<file path="src/seq_pkg.sv">
//--------------------
// Shared definitions of the microcode sequencer
// Widths, busy bit order and the 128-bit instruction word layout.
// Every sequencer file refers to these by scoped names.
//--------------------
`default_nettype none

package seq_pkg;

    // --------------------
    // Widths
    // --------------------
    localparam int PC_W      = 10;
    localparam int ADDR_W    = 16;
    localparam int CNT_W     = 16;
    localparam int NUM_LOOPS = 4;
    localparam int NUM_BUSY  = 3;
    localparam int INST_W    = 128;
    localparam int CNT_SEL_W = $clog2(NUM_LOOPS);

    // Bit positions in busy and wait_sel
    localparam int BUSY_W  = 0;
    localparam int BUSY_XI = 1;
    localparam int BUSY_XO = 2;

    // --------------------
    // Field types
    // --------------------

    // One address generator command.
    // With we clear, value[ADDR_W-1] picks subtract and the rest is the step.
    typedef struct packed {
        logic              we;
        logic              bak;
        logic [ADDR_W-1:0] value;
    } addr_field_t;

    // Control pins issued one cycle after the word fires
    typedef struct packed {
        logic       bank_x;
        logic       bank_w;
        logic       rceb_x;
        logic       wceb_x;
        logic       req_w;
        logic       mac_en;
        logic       nl_en;
        logic [1:0] nl_sel;
        logic       seq_fin;
        logic [3:0] olsb;
    } ctrl_t;

    localparam int USED_W = NUM_LOOPS + PC_W + NUM_BUSY + 1 + CNT_SEL_W + CNT_W
                          + 3 * $bits(addr_field_t) + $bits(ctrl_t);
    localparam int SPARE_W = INST_W - USED_W;

    // --------------------
    // Instruction word
    // --------------------
    typedef struct packed {
        logic [NUM_LOOPS-1:0] jump_sel;
        logic [PC_W-1:0]      jump_target;
        logic [NUM_BUSY-1:0]  wait_sel;
        logic                 cnt_we;
        logic [CNT_SEL_W-1:0] cnt_sel;
        logic [CNT_W-1:0]     cnt_value;
        addr_field_t          addr_rx;
        addr_field_t          addr_rw;
        addr_field_t          addr_wx;
        ctrl_t                ctrl;
        // Reserved, ignored by the sequencer
        logic [SPARE_W-1:0]   spare;
    } inst_t;

endpackage

`default_nettype wire
</file>
<file path="src/seq_top.sv">
//--------------------
// Microcode sequencer top level
// Fetches from an external instruction memory with one-cycle read,
// drives the data-memory addresses and the accelerator control pins.
//--------------------
`timescale 1ns/1ps
`default_nettype none

module seq_top (
    input  wire                            CLK,
    input  wire                            RSTL,
    input  wire                            purge,
    input  wire                            mbusy_w,
    input  wire                            mbusy_xi,
    input  wire                            mbusy_xo,
    input  wire [seq_pkg::INST_W-1:0]      instr,
    output wire [seq_pkg::PC_W-1:0]        inst_addr,
    output wire [seq_pkg::ADDR_W-1:0]      raddr_x,
    output wire [seq_pkg::ADDR_W-1:0]      raddr_w,
    output wire [seq_pkg::ADDR_W-1:0]      waddr_x,
    output wire                            bank_x,
    output wire                            bank_w,
    output wire                            rceb_x,
    output wire                            wceb_x,
    output wire                            req_w,
    output wire                            mac_en,
    output wire                            nl_en,
    output wire [1:0]                      nl_sel,
    output wire                            seq_fin,
    output wire [3:0]                      olsb
);

    logic [seq_pkg::NUM_BUSY-1:0]  busy;
    logic [seq_pkg::NUM_LOOPS-1:0] cnt_last;
    logic                          fire;
    seq_pkg::inst_t                inst;
    seq_pkg::ctrl_t                ctrl;

    assign busy[seq_pkg::BUSY_W]  = mbusy_w;
    assign busy[seq_pkg::BUSY_XI] = mbusy_xi;
    assign busy[seq_pkg::BUSY_XO] = mbusy_xo;

    // --------------------
    // Issue and loops
    // --------------------
    seq_issue u_issue (
        .CLK       (CLK),
        .RSTL      (RSTL),
        .purge     (purge),
        .busy      (busy),
        .instr     (instr),
        .cnt_last  (cnt_last),
        .inst      (inst),
        .fire      (fire),
        .inst_addr (inst_addr),
        .ctrl      (ctrl)
    );

    seq_loop_counters u_loops (
        .CLK      (CLK),
        .RSTL     (RSTL),
        .purge    (purge),
        .fire     (fire),
        .inst     (inst),
        .cnt_last (cnt_last)
    );

    // --------------------
    // Address generators
    // --------------------
    seq_addr_gen #(.HAS_BACKUP(1'b1)) u_raddr_x (
        .CLK   (CLK),
        .RSTL  (RSTL),
        .purge (purge),
        .fire  (fire),
        .field (inst.addr_rx),
        .addr  (raddr_x)
    );

    seq_addr_gen #(.HAS_BACKUP(1'b1)) u_raddr_w (
        .CLK   (CLK),
        .RSTL  (RSTL),
        .purge (purge),
        .fire  (fire),
        .field (inst.addr_rw),
        .addr  (raddr_w)
    );

    // Write side has no backup
    seq_addr_gen #(.HAS_BACKUP(1'b0)) u_waddr_x (
        .CLK   (CLK),
        .RSTL  (RSTL),
        .purge (purge),
        .fire  (fire),
        .field (inst.addr_wx),
        .addr  (waddr_x)
    );

    // Control pins
    assign bank_x  = ctrl.bank_x;
    assign bank_w  = ctrl.bank_w;
    assign rceb_x  = ctrl.rceb_x;
    assign wceb_x  = ctrl.wceb_x;
    assign req_w   = ctrl.req_w;
    assign mac_en  = ctrl.mac_en;
    assign nl_en   = ctrl.nl_en;
    assign nl_sel  = ctrl.nl_sel;
    assign seq_fin = ctrl.seq_fin;
    assign olsb    = ctrl.olsb;

endmodule

`default_nettype wire

</file>
<file path="src/seq_addr_gen.sv">
//--------------------
// Data-memory address generator
// Load, restore from backup, or step up/down on each fired word.
// The output latch shows the address one cycle later and holds in purge.
//--------------------
`timescale 1ns/1ps
`default_nettype none

module seq_addr_gen #(
    parameter bit HAS_BACKUP = 1'b0
) (
    input  wire                            CLK,
    input  wire                            RSTL,
    input  wire                            purge,
    input  wire                            fire,
    input  wire seq_pkg::addr_field_t      field,
    output logic [seq_pkg::ADDR_W-1:0]     addr
);

    logic [seq_pkg::ADDR_W-1:0] addr_q;
    logic [seq_pkg::ADDR_W-1:0] bak_q;
    logic [seq_pkg::ADDR_W-1:0] step;
    logic                       sub;
    logic                       restore;

    // Sign-magnitude step
    assign sub     = field.value[seq_pkg::ADDR_W-1];
    assign step    = {1'b0, field.value[seq_pkg::ADDR_W-2:0]};
    assign restore = field.bak && (bak_q != '0);

    // --------------------
    // Address register
    // --------------------
    always_ff @(posedge CLK or negedge RSTL)
    begin
        if (!RSTL)
        begin
            addr_q <= '0;
        end
        else if (purge)
        begin
            addr_q <= '0;
        end
        else if (fire)
        begin
            if (field.we)
                addr_q <= field.value;
            else if (restore)
                addr_q <= bak_q;
            else if (sub)
                addr_q <= addr_q - step;
            else
                addr_q <= addr_q + step;
        end
    end

    // --------------------
    // Backup register
    // --------------------
    if (HAS_BACKUP)
    begin : g_bak
        // First bak saves, second bak clears
        always_ff @(posedge CLK or negedge RSTL)
        begin
            if (!RSTL)
                bak_q <= '0;
            else if (purge)
                bak_q <= '0;
            else if (fire && field.bak)
                bak_q <= (bak_q == '0) ? addr_q : '0;
        end
    end
    else
    begin : g_no_bak
        assign bak_q = '0;
    end

    // Output latch
    always_ff @(posedge CLK or negedge RSTL)
    begin
        if (!RSTL)
            addr <= '0;
        else if (!purge)
            addr <= addr_q;
    end

endmodule

`default_nettype wire

</file>
<file path="src/seq_loop_counters.sv">
//--------------------
// Loop counters of the sequencer
// Load when zero on cnt_we, count down when selected by a jump.
// cnt_last tells the issue stage which counters hold 1.
//--------------------
`timescale 1ns/1ps
`default_nettype none

module seq_loop_counters (
    input  wire                              CLK,
    input  wire                              RSTL,
    input  wire                              purge,
    input  wire                              fire,
    input  wire seq_pkg::inst_t              inst,
    output logic [seq_pkg::NUM_LOOPS-1:0]    cnt_last
);

    localparam logic [seq_pkg::CNT_W-1:0] CNT_ONE = 1;

    for (genvar i = 0; i < seq_pkg::NUM_LOOPS; i++)
    begin : g_cnt
        localparam logic [seq_pkg::CNT_SEL_W-1:0] SEL = i;

        logic [seq_pkg::CNT_W-1:0] cnt_q;
        logic                      load_sel;

        assign load_sel    = inst.cnt_we && (inst.cnt_sel == SEL);
        assign cnt_last[i] = (cnt_q == CNT_ONE);

        always_ff @(posedge CLK or negedge RSTL)
        begin
            if (!RSTL)
            begin
                cnt_q <= '0;
            end
            else if (purge)
            begin
                cnt_q <= '0;
            end
            else if (fire)
            begin
                if (load_sel)
                begin
                    // A running loop keeps its count
                    if (cnt_q == '0)
                    begin
                        cnt_q <= inst.cnt_value;
                    end
                end
                else if (inst.jump_sel[i])
                begin
                    cnt_q <= cnt_q - CNT_ONE;
                end
            end
        end
    end

endmodule

`default_nettype wire

</file>
<file path="src/seq_issue.sv">
//--------------------
// Issue stage of the sequencer
// Holds the PC and squash flag, decides stall, jump or next word,
// and registers the control field of each fired word.
//--------------------
`timescale 1ns/1ps
`default_nettype none

module seq_issue (
    input  wire                               CLK,
    input  wire                               RSTL,
    input  wire                               purge,
    input  wire [seq_pkg::NUM_BUSY-1:0]       busy,
    input  wire [seq_pkg::INST_W-1:0]         instr,
    input  wire [seq_pkg::NUM_LOOPS-1:0]      cnt_last,
    output seq_pkg::inst_t                    inst,
    output logic                              fire,
    output logic [seq_pkg::PC_W-1:0]          inst_addr,
    output seq_pkg::ctrl_t                    ctrl
);

    localparam logic [seq_pkg::PC_W-1:0] PC_ONE = 1;

    logic [seq_pkg::PC_W-1:0] pc_q;
    // Address of the word now on instr
    logic [seq_pkg::PC_W-1:0] cur_addr_q;
    logic                     squash_q;
    logic                     stall;
    logic                     jump;

    assign inst      = instr;
    assign inst_addr = pc_q;

    // --------------------
    // Execute decision
    // --------------------

    // A squashed word never waits
    assign stall = !squash_q && (|(inst.wait_sel & busy));
    assign fire  = !squash_q && !stall;

    // Jump taken unless the selected counter is on its last pass
    assign jump  = fire && (|(inst.jump_sel & ~cnt_last));

    // --------------------
    // Program counter
    // --------------------
    always_ff @(posedge CLK or negedge RSTL)
    begin
        if (!RSTL)
        begin
            pc_q       <= '0;
            cur_addr_q <= '0;
            squash_q   <= 1'b1;
        end
        else
        begin
            cur_addr_q <= pc_q;
            if (purge)
            begin
                pc_q     <= '0;
                squash_q <= 1'b1;
            end
            else if (stall)
            begin
                // Present the waiting word again
                pc_q     <= cur_addr_q;
                squash_q <= 1'b1;
            end
            else if (jump)
            begin
                pc_q     <= inst.jump_target;
                squash_q <= 1'b1;
            end
            else
            begin
                pc_q     <= pc_q + PC_ONE;
                squash_q <= 1'b0;
            end
        end
    end

    // --------------------
    // Issued control pins
    // --------------------

    // One-cycle pulse per fired word, zero otherwise
    always_ff @(posedge CLK or negedge RSTL)
    begin
        if (!RSTL)
        begin
            ctrl <= '0;
        end
        else if (fire && !purge)
        begin
            ctrl <= inst.ctrl;
        end
        else
        begin
            ctrl <= '0;
        end
    end

endmodule

`default_nettype wire

</file>
<file path="config.mk">
export PLATFORM = sky130hd
export DESIGN_NAME = seq_top
export DESIGN_NICKNAME = d
export VERILOG_FILES = /design/src/seq_pkg.sv /design/src/seq_top.sv /design/src/seq_addr_gen.sv /design/src/seq_loop_counters.sv /design/src/seq_issue.sv
export SDC_FILE = /design/constraint.sdc
export NUM_CORES = 1
export LEC_CHECK = 0
export ABC_AREA = 1
export BUFFER_PORTS_ARGS = -buffer_cell sky130_fd_sc_hd__buf_2
export CORE_MARGIN = 2
export CORE_UTILIZATION = 35
export DETAILED_ROUTE_END_ITERATION = 16
export REMOVE_ABC_BUFFERS = 1
export SKIP_LAST_GASP = 1
export SYNTH_ARGS = -nofsm -noshare
export SYNTH_HDL_FRONTEND = slang
export SYNTH_SLANG_ARGS = --single-unit
</file>
<file path="constraint.sdc">
create_clock -name CLK -period 1.95 [get_ports CLK]
set_input_delay 0.195 -clock CLK [delete_from_list [all_inputs] [get_ports CLK]]
set_output_delay 0.195 -clock CLK [all_outputs]
set_load 0.005 [all_outputs]
</file>
* After elaboration in Yosys (flattened, before gate mapping) *
Cells that the tools add are included.

operators by class
  add/sub/neg operators = 11
  $mul = 0
  divide/modulo/power cells = 0
  magnitude comparators = 0
  equality and inequality tests = 11
  shift-type cells = 0
  multiplexer cells = 47
  bitwise logic cells = 3
  reduce and logical (&&, ||, !) cells = 37

operator list
  kind                                                 number
  two-way mux 16 bit                                   40
  logical NOT 16 bit                                   6
  == test 16 x 1 -> 1 bit (second input constant)      4
  subtractor 16 x 1 -> 16 bit (second input constant)  4
  adder 16 x 15 -> 16 bit                              3
  subtractor 16 x 15 -> 16 bit                         3
  nonzero test 16 bit                                  2
  two-way mux 10 bit                                   3
  two-way mux 14 bit                                   1
  logical AND 1 bit                                    12
  != test 3 bit (second input constant)                4
  AND reduction 3 bit                                  4
  nonzero test 3 bit                                   4
  adder 10 x 1 -> 10 bit (second input constant)       1
  nonzero test 2 bit                                   3
  bitwise AND 4 bit                                    1
  == test 2 bit (second input constant)                2
  NOT 4 bit                                            1
  OR reduction 4 bit                                   1
  bitwise AND 3 bit                                    1
  logical NOT 1 bit                                    3
  two-way mux 1 bit                                    3
  OR reduction 3 bit                                   1
  == test 2 x 1 -> 1 bit (second input constant)       1
  logical NOT 2 bit                                    1

storage, ports and cells
  bits in registers = 227
  latch bits = 0
  memory bits (writable) = 0
  bits in read-only memories = 0
  logic and storage cells = 134
  memories = 0

* Depth between registers and ports, before layout *
  word-level depth = 9
  mapped depth = 24
  gate-level depth less buffers = 24

* Hierarchy *
Synthesis repeated with hierarchy kept, for this count alone.

second synthesis, totals
  cells, all modules = 2,620
  area, all modules = 17,468.0 µm²

modules (own cells, without submodules)
  module                        times used  cells an instance  area an instance (µm²)  seq. area each (µm²)
  seq_addr_gen (u_raddr_w ...)  2           531                3,500.9                 1,201.2
  seq_loop_counters             1           825                5,265.0                 1,601.5
  seq_addr_gen (u_waddr_x)      1           401                2,641.3                 800.8
  seq_issue                     1           332                2,560.0                 877.1

* Least setup slack after synthesis *
No wires, ideal clock.

  kind = input-to-reg
  from = input instr[89] in the netlist's numbering
  to = register u_raddr_x.addr_q[7] in the netlist's numbering
  arrival time = 2.281 ns
  setup slack = -0.464 ns
  stages on the path = 17
  cell sequence = clkbuf_1 inv_1 clkbuf_1 nand2_1 o21ai_0 xor2_1 inv_1 ha_1 nand2_1 inv_1 a21oi_1 nand2_1 or2_2 nand3_1 nand3_1 nand2_1 o21ai_0

between the ends
  cells in the longest elaborated chain, start to end = 5

ends and longest elaborated chain
  element               line                text
  from (decl)           seq_top.sv:16       input wire [seq_pkg::INST_W-1:0] instr,
  two-way mux 16 bit    seq_addr_gen.sv:50  else if (sub)
  two-way mux 16 bit    seq_addr_gen.sv:48  else if (restore)
  two-way mux 16 bit    seq_addr_gen.sv:46  if (field.we)
  two-way mux 16 bit    seq_addr_gen.sv:44  else if (fire)
  two-way mux 16 bit    seq_addr_gen.sv:40  else if (purge)
  to (signal assigned)  seq_addr_gen.sv:47  addr_q <= field.value;
  to (signal assigned)  seq_addr_gen.sv:49  addr_q <= bak_q;
  to (signal assigned)  seq_addr_gen.sv:51  addr_q <= addr_q - step;
  to (decl)             seq_addr_gen.sv:20  logic [seq_pkg::ADDR_W-1:0] addr_q;

Every way passes these cells. The select of a mux whose other input is x is not followed.
A chain may end at the register's enable or synchronous reset.

* Worst setup path after layout *
  from = register u_raddr_x.addr_q[0] in the netlist's numbering
  to = register u_raddr_x.addr_q[12] in the netlist's numbering

between the ends
  cells in the longest elaborated chain, start to end = 6
  elaborated cells between the ends (all ways) = 7

ends and longest elaborated chain
  element                                                                  line
  adder 16 x 15 -> 16 bit or subtractor 16 x 15 -> 16 bit (tied branches)  seq_addr_gen.sv:53, seq_addr_gen.sv:51
  two-way mux 16 bit *                                                     seq_addr_gen.sv:50
  two-way mux 16 bit *                                                     seq_addr_gen.sv:48
  two-way mux 16 bit *                                                     seq_addr_gen.sv:46
  two-way mux 16 bit *                                                     seq_addr_gen.sv:44
  two-way mux 16 bit *                                                     seq_addr_gen.sv:40

Mark *: on every way between the ends. The rest lies on a longest branch, timed or not. The select of a mux whose other input is x is not followed.

==> impl_metrics.py <==
metrics = {
    "floorplan": {
        "pin_count": 206,
        "dieArea_mm2": 0.0456,
        "initial_core_util": 0.355,
        "die_x_um": 214,
        "core_area_mm2": 0.0433,
        "rows": 76,
        "die_y_um": 214,
    },
    "cells_and_area": {
        "nNetsFinal": 2838,
        "final_cell_mix": "nand2_1 (666), inv_1 (233), dfrtp_1 (226)",
        "final_common_cell": "nand2_1",
        "regArea_mm2": 0.00568,
        "design_area_mm2": 0.0210,
        "multi_input_area_mm2": 0.00931,
        "nFillCells": 4274,
        "drive_above_1_share": 0.265,
        "area_delta_synth_final_pct": 36.6,
        "stdcell_count": 3254,
    },
    "timing": {
        "final_max_slew_viol_count": 0,
        "hold_viol": 0,
        "finalSetupViolations": 2,
        "setup_ws_ns": -0.0165,
        "fin_crit_ns": 1.97,
        "rsz0062_at_grt": "true",
        "relSlewSlack": 0.518,
        "fin_tns_setup_ns": -0.0318,
        "period_share": 1.01,
        "finClkSkew_ns": 0.0205,
        "fmax_ghz": 0.509,
        "worst_pin_slew_ns": 0.723,
        "whs_ns": 0.0279,
    },
    "min_path": {
        "hp-class": "in2reg",
        "hold_depth": 5,
    },
    "global_routing": {
        "antenna_found_initial": 3,
        "grt_pass1_vias": 15500,
        "use_met1": 0.299,
        "gr-usage-met2": 0.363,
        "grt_use_total": 0.221,
        "grt-ovfl-total": 0,
        "grt-busiest-layer": "met2",
        "grt_pass1_wl_um": 80400,
        "grt_use_met3": 0.0363,
        "grt_max_degree": 47,
    },
    "placed_design": {
        "placed_area_mm2": 0.0184,
        "numPortBuffers": 180,
        "gp_congestion": 0.967,
        "dp.cells": 3142,
        "hpwl_um": 37400,
    },
    "logic_synthesis": {
        "synth_top_area_share": 0.368,
        "synth_seq_cells": 227,
        "postSynthCellCount": 2233,
        "yosysWarnings": 0,
        "synth_area_leaders": "dfrtp_1 (37%), nand2_1 (18%), inv_1 (6.3%)",
        "synth_xor_area_frac": 0.0433,
        "synth_top_family_by_area": "simple AND/OR/NAND/NOR gates",
        "synth_cell_type_count": 48,
        "synth_flop_cell": "dfrtp_1",
        "yosysTopAreaCell": "dfrtp_1",
        "yosysSeqAreaShare": 0.369,
        "synth_edf_count": 0,
        "async_flop_share": 1.00,
        "muxShareOfSynthArea": 0,
        "synthSimpleGateAreaFrac": 0.312,
        "synth-compound-area-share": 0.138,
        "synth_fa_ha_area_frac": 0.0503,
        "avgSynthCellArea_um2": 6.89,
        "syn_area_mm2": 0.0154,
    },
    "power": {
        "ir_drop_uv": 640,
        "power_mw": 17.0,
        "power.density_mw_per_mm2": 811,
        "leakage_nw": 11.2,
    },
    "setup_path": {
        "r2r_cells": 13,
        "path_common_cell": "nand2_1",
        "cp_cell_sequence": "inv_2 -> ha_4 -> fa_2 -> o21ai_2 -> buf_6 -> buf_4 -> nand4_1 -> nand3_1 -> nand2_1 -> nand3_1 -> nand2_1 -> nand2_1 -> nand2_1",
        "worst_setup_path_end_kind": "flip-flop",
        "cp.depth": 13,
        "crit_path_max_incr_delay_ns": 0.37,
        "cp_top_family": "adder cells",
        "cp_max_fo": 3,
        "cp.arrival_ns": 2.42,
        "crit_type": "reg2reg",
        "critPathBufInv": 3,
        "critPathRequiredTime_ns": 2.40,
        "r2r_slack_ns": -0.02,
        "start_kind": "flip-flop",
        "critPathSlowestCell": "fa_2",
    },
    "route": {
        "drtIter0Drc": 950,
        "drt_pass1_iterations": 6,
        "drc": 0,
        "ant_nets": 0,
        "vias_per_cell": 4.93,
        "wl_per_cell_um": 15.7,
        "wl_um": 51000,
        "vias": 16000,
    },
    "clocking": {
        "cts.path.max_buffers": 3,
        "tritoncts": "done",
        "clk_pin_slew_worst_paths_ns": 0.06,
        "cts-root-buf": "clkbuf_16",
        "cts_made_buffers": 29,
        "clkLatencyLatePin_ns": 0.58,
        "cts_sinks": 227,
        "htree_levels": 1,
    },
    "status": {
        "violations": "negative setup slack",
        "outcome": "finished with violations",
    },
    "job": {
        "max-cap-violations": 0,
    },
}
-- cell usage after synthesis (4+ instances only) --
master     count
inv_1        260
o21bai_1       7
o21ai_1       13
xor2_1        59
buf_2         19
nor3_1        17
a21oi_1       95
nand2_2        4
o21ai_0      161
o2111ai_1      5
o22ai_1       16
nor2_1       235
nand2_1      719
nand3_1      127
ha_1          57
inv_2         10
xnor2_1       17
o31ai_1       36
nor2_4         8
nand4_1       18
nand3b_1      11
nor2_2         7
clkbuf_1      42
o211ai_1      17
dfrtp_1      226
buf_6          4
-- flip-flops by register name, summed over array words and instances, names as in the netlist, 16 cells and up --
signal and cells:
u_waddr_x.addr 16, u_loops.g_cnt.cnt_q 64, u_raddr_x.bak_q 16, u_waddr_x.addr_q 16
u_raddr_x.addr_q 16, u_raddr_w.addr 16, u_raddr_w.addr_q 16, u_raddr_x.addr 16
u_raddr_w.bak_q 16
-- report_power, final --
part           internal [mW]  switching, mW  total (mW)  leakage (nW)
clock network           3.51           2.29        5.80         0.507
logic                   2.42           3.36        5.77          7.63
registers               5.10          0.365        5.47          3.10
-- area by class of cell --
cell class              count  area share
clock inverters            22      0.0126
multi-input cells        1666       0.443
well taps                 585      0.0348
diodes                      2    0.000238
repair buffers            447       0.152
inverters                 273      0.0503
clock buffers              32      0.0365
flip-flops and latches    227       0.270
-- repair_timing --
action / CTS / global route
gates resized for setup: 69 / 206
setup endpoints to repair: 27 / 77
gates cloned: 0 / 0
hold buffers: 34 / 0
setup buffers: 7 / 15
pin swaps: 42 / 94
endpoints found under the hold margin: 239 / 0
-- path summary, 6_finish.rpt --
path                                         endpoint                  from
hold reg to reg                 u_issue.cur_addr_q[9]  u_issue.inst_addr[9]
setup / recovery                 u_raddr_x.addr_q[12]   u_raddr_x.addr_q[0]
setup reg to reg                 u_raddr_x.addr_q[12]   u_raddr_x.addr_q[0]
max in group asynchronous        u_raddr_w.addr_q[15]                  RSTL
min in group asynchronous  u_loops.g_cnt[0].cnt_q[14]                  RSTL
hold / removal                   u_issue.inst_addr[3]            instr[117]
-- worst register-to-register path: cells and delay by family, from the launching register on --
family	cells	cell delay, ns
flops	1	0.36
simple gates	7	0.53
compound gates	1	0.14
buf+inv	3	0.30
fa+ha+maj	2	0.53
-- metrics by stage --
stage / worst slack (ns) / utilization
floorplan: -0.418 / -
global placement: -0.812 / 0.426
detailed placement: -0.805 / 0.426
CTS: -0.0165 / 0.464
global route: -0.172 / 0.486
finish: -0.0165 / 0.486
-- logic make-up (layout without fill, tap and decap cells) --
logic type,count (synthesis),after routing
adders and majority gates,60,60
other,0,2
DFF,227,227
buffers and inverters,340,774
xor gates and xnor gates,76,76
AOI/OAI and AO/OA,370,370
and+or+nand+nor,1160,1160
-- metal layers --
| layer | up-vias | share of wire |
|---|---|---|
| met4 | 2 | 0.029 |
| met3 | 101 | 0.059 |
| met5 | - | 0.00025 |
| met2 | 432 | 0.45 |
| li1 | 8007 | - |
| met1 | 7492 | 0.46 |
(Power assumes the default switching activity.)
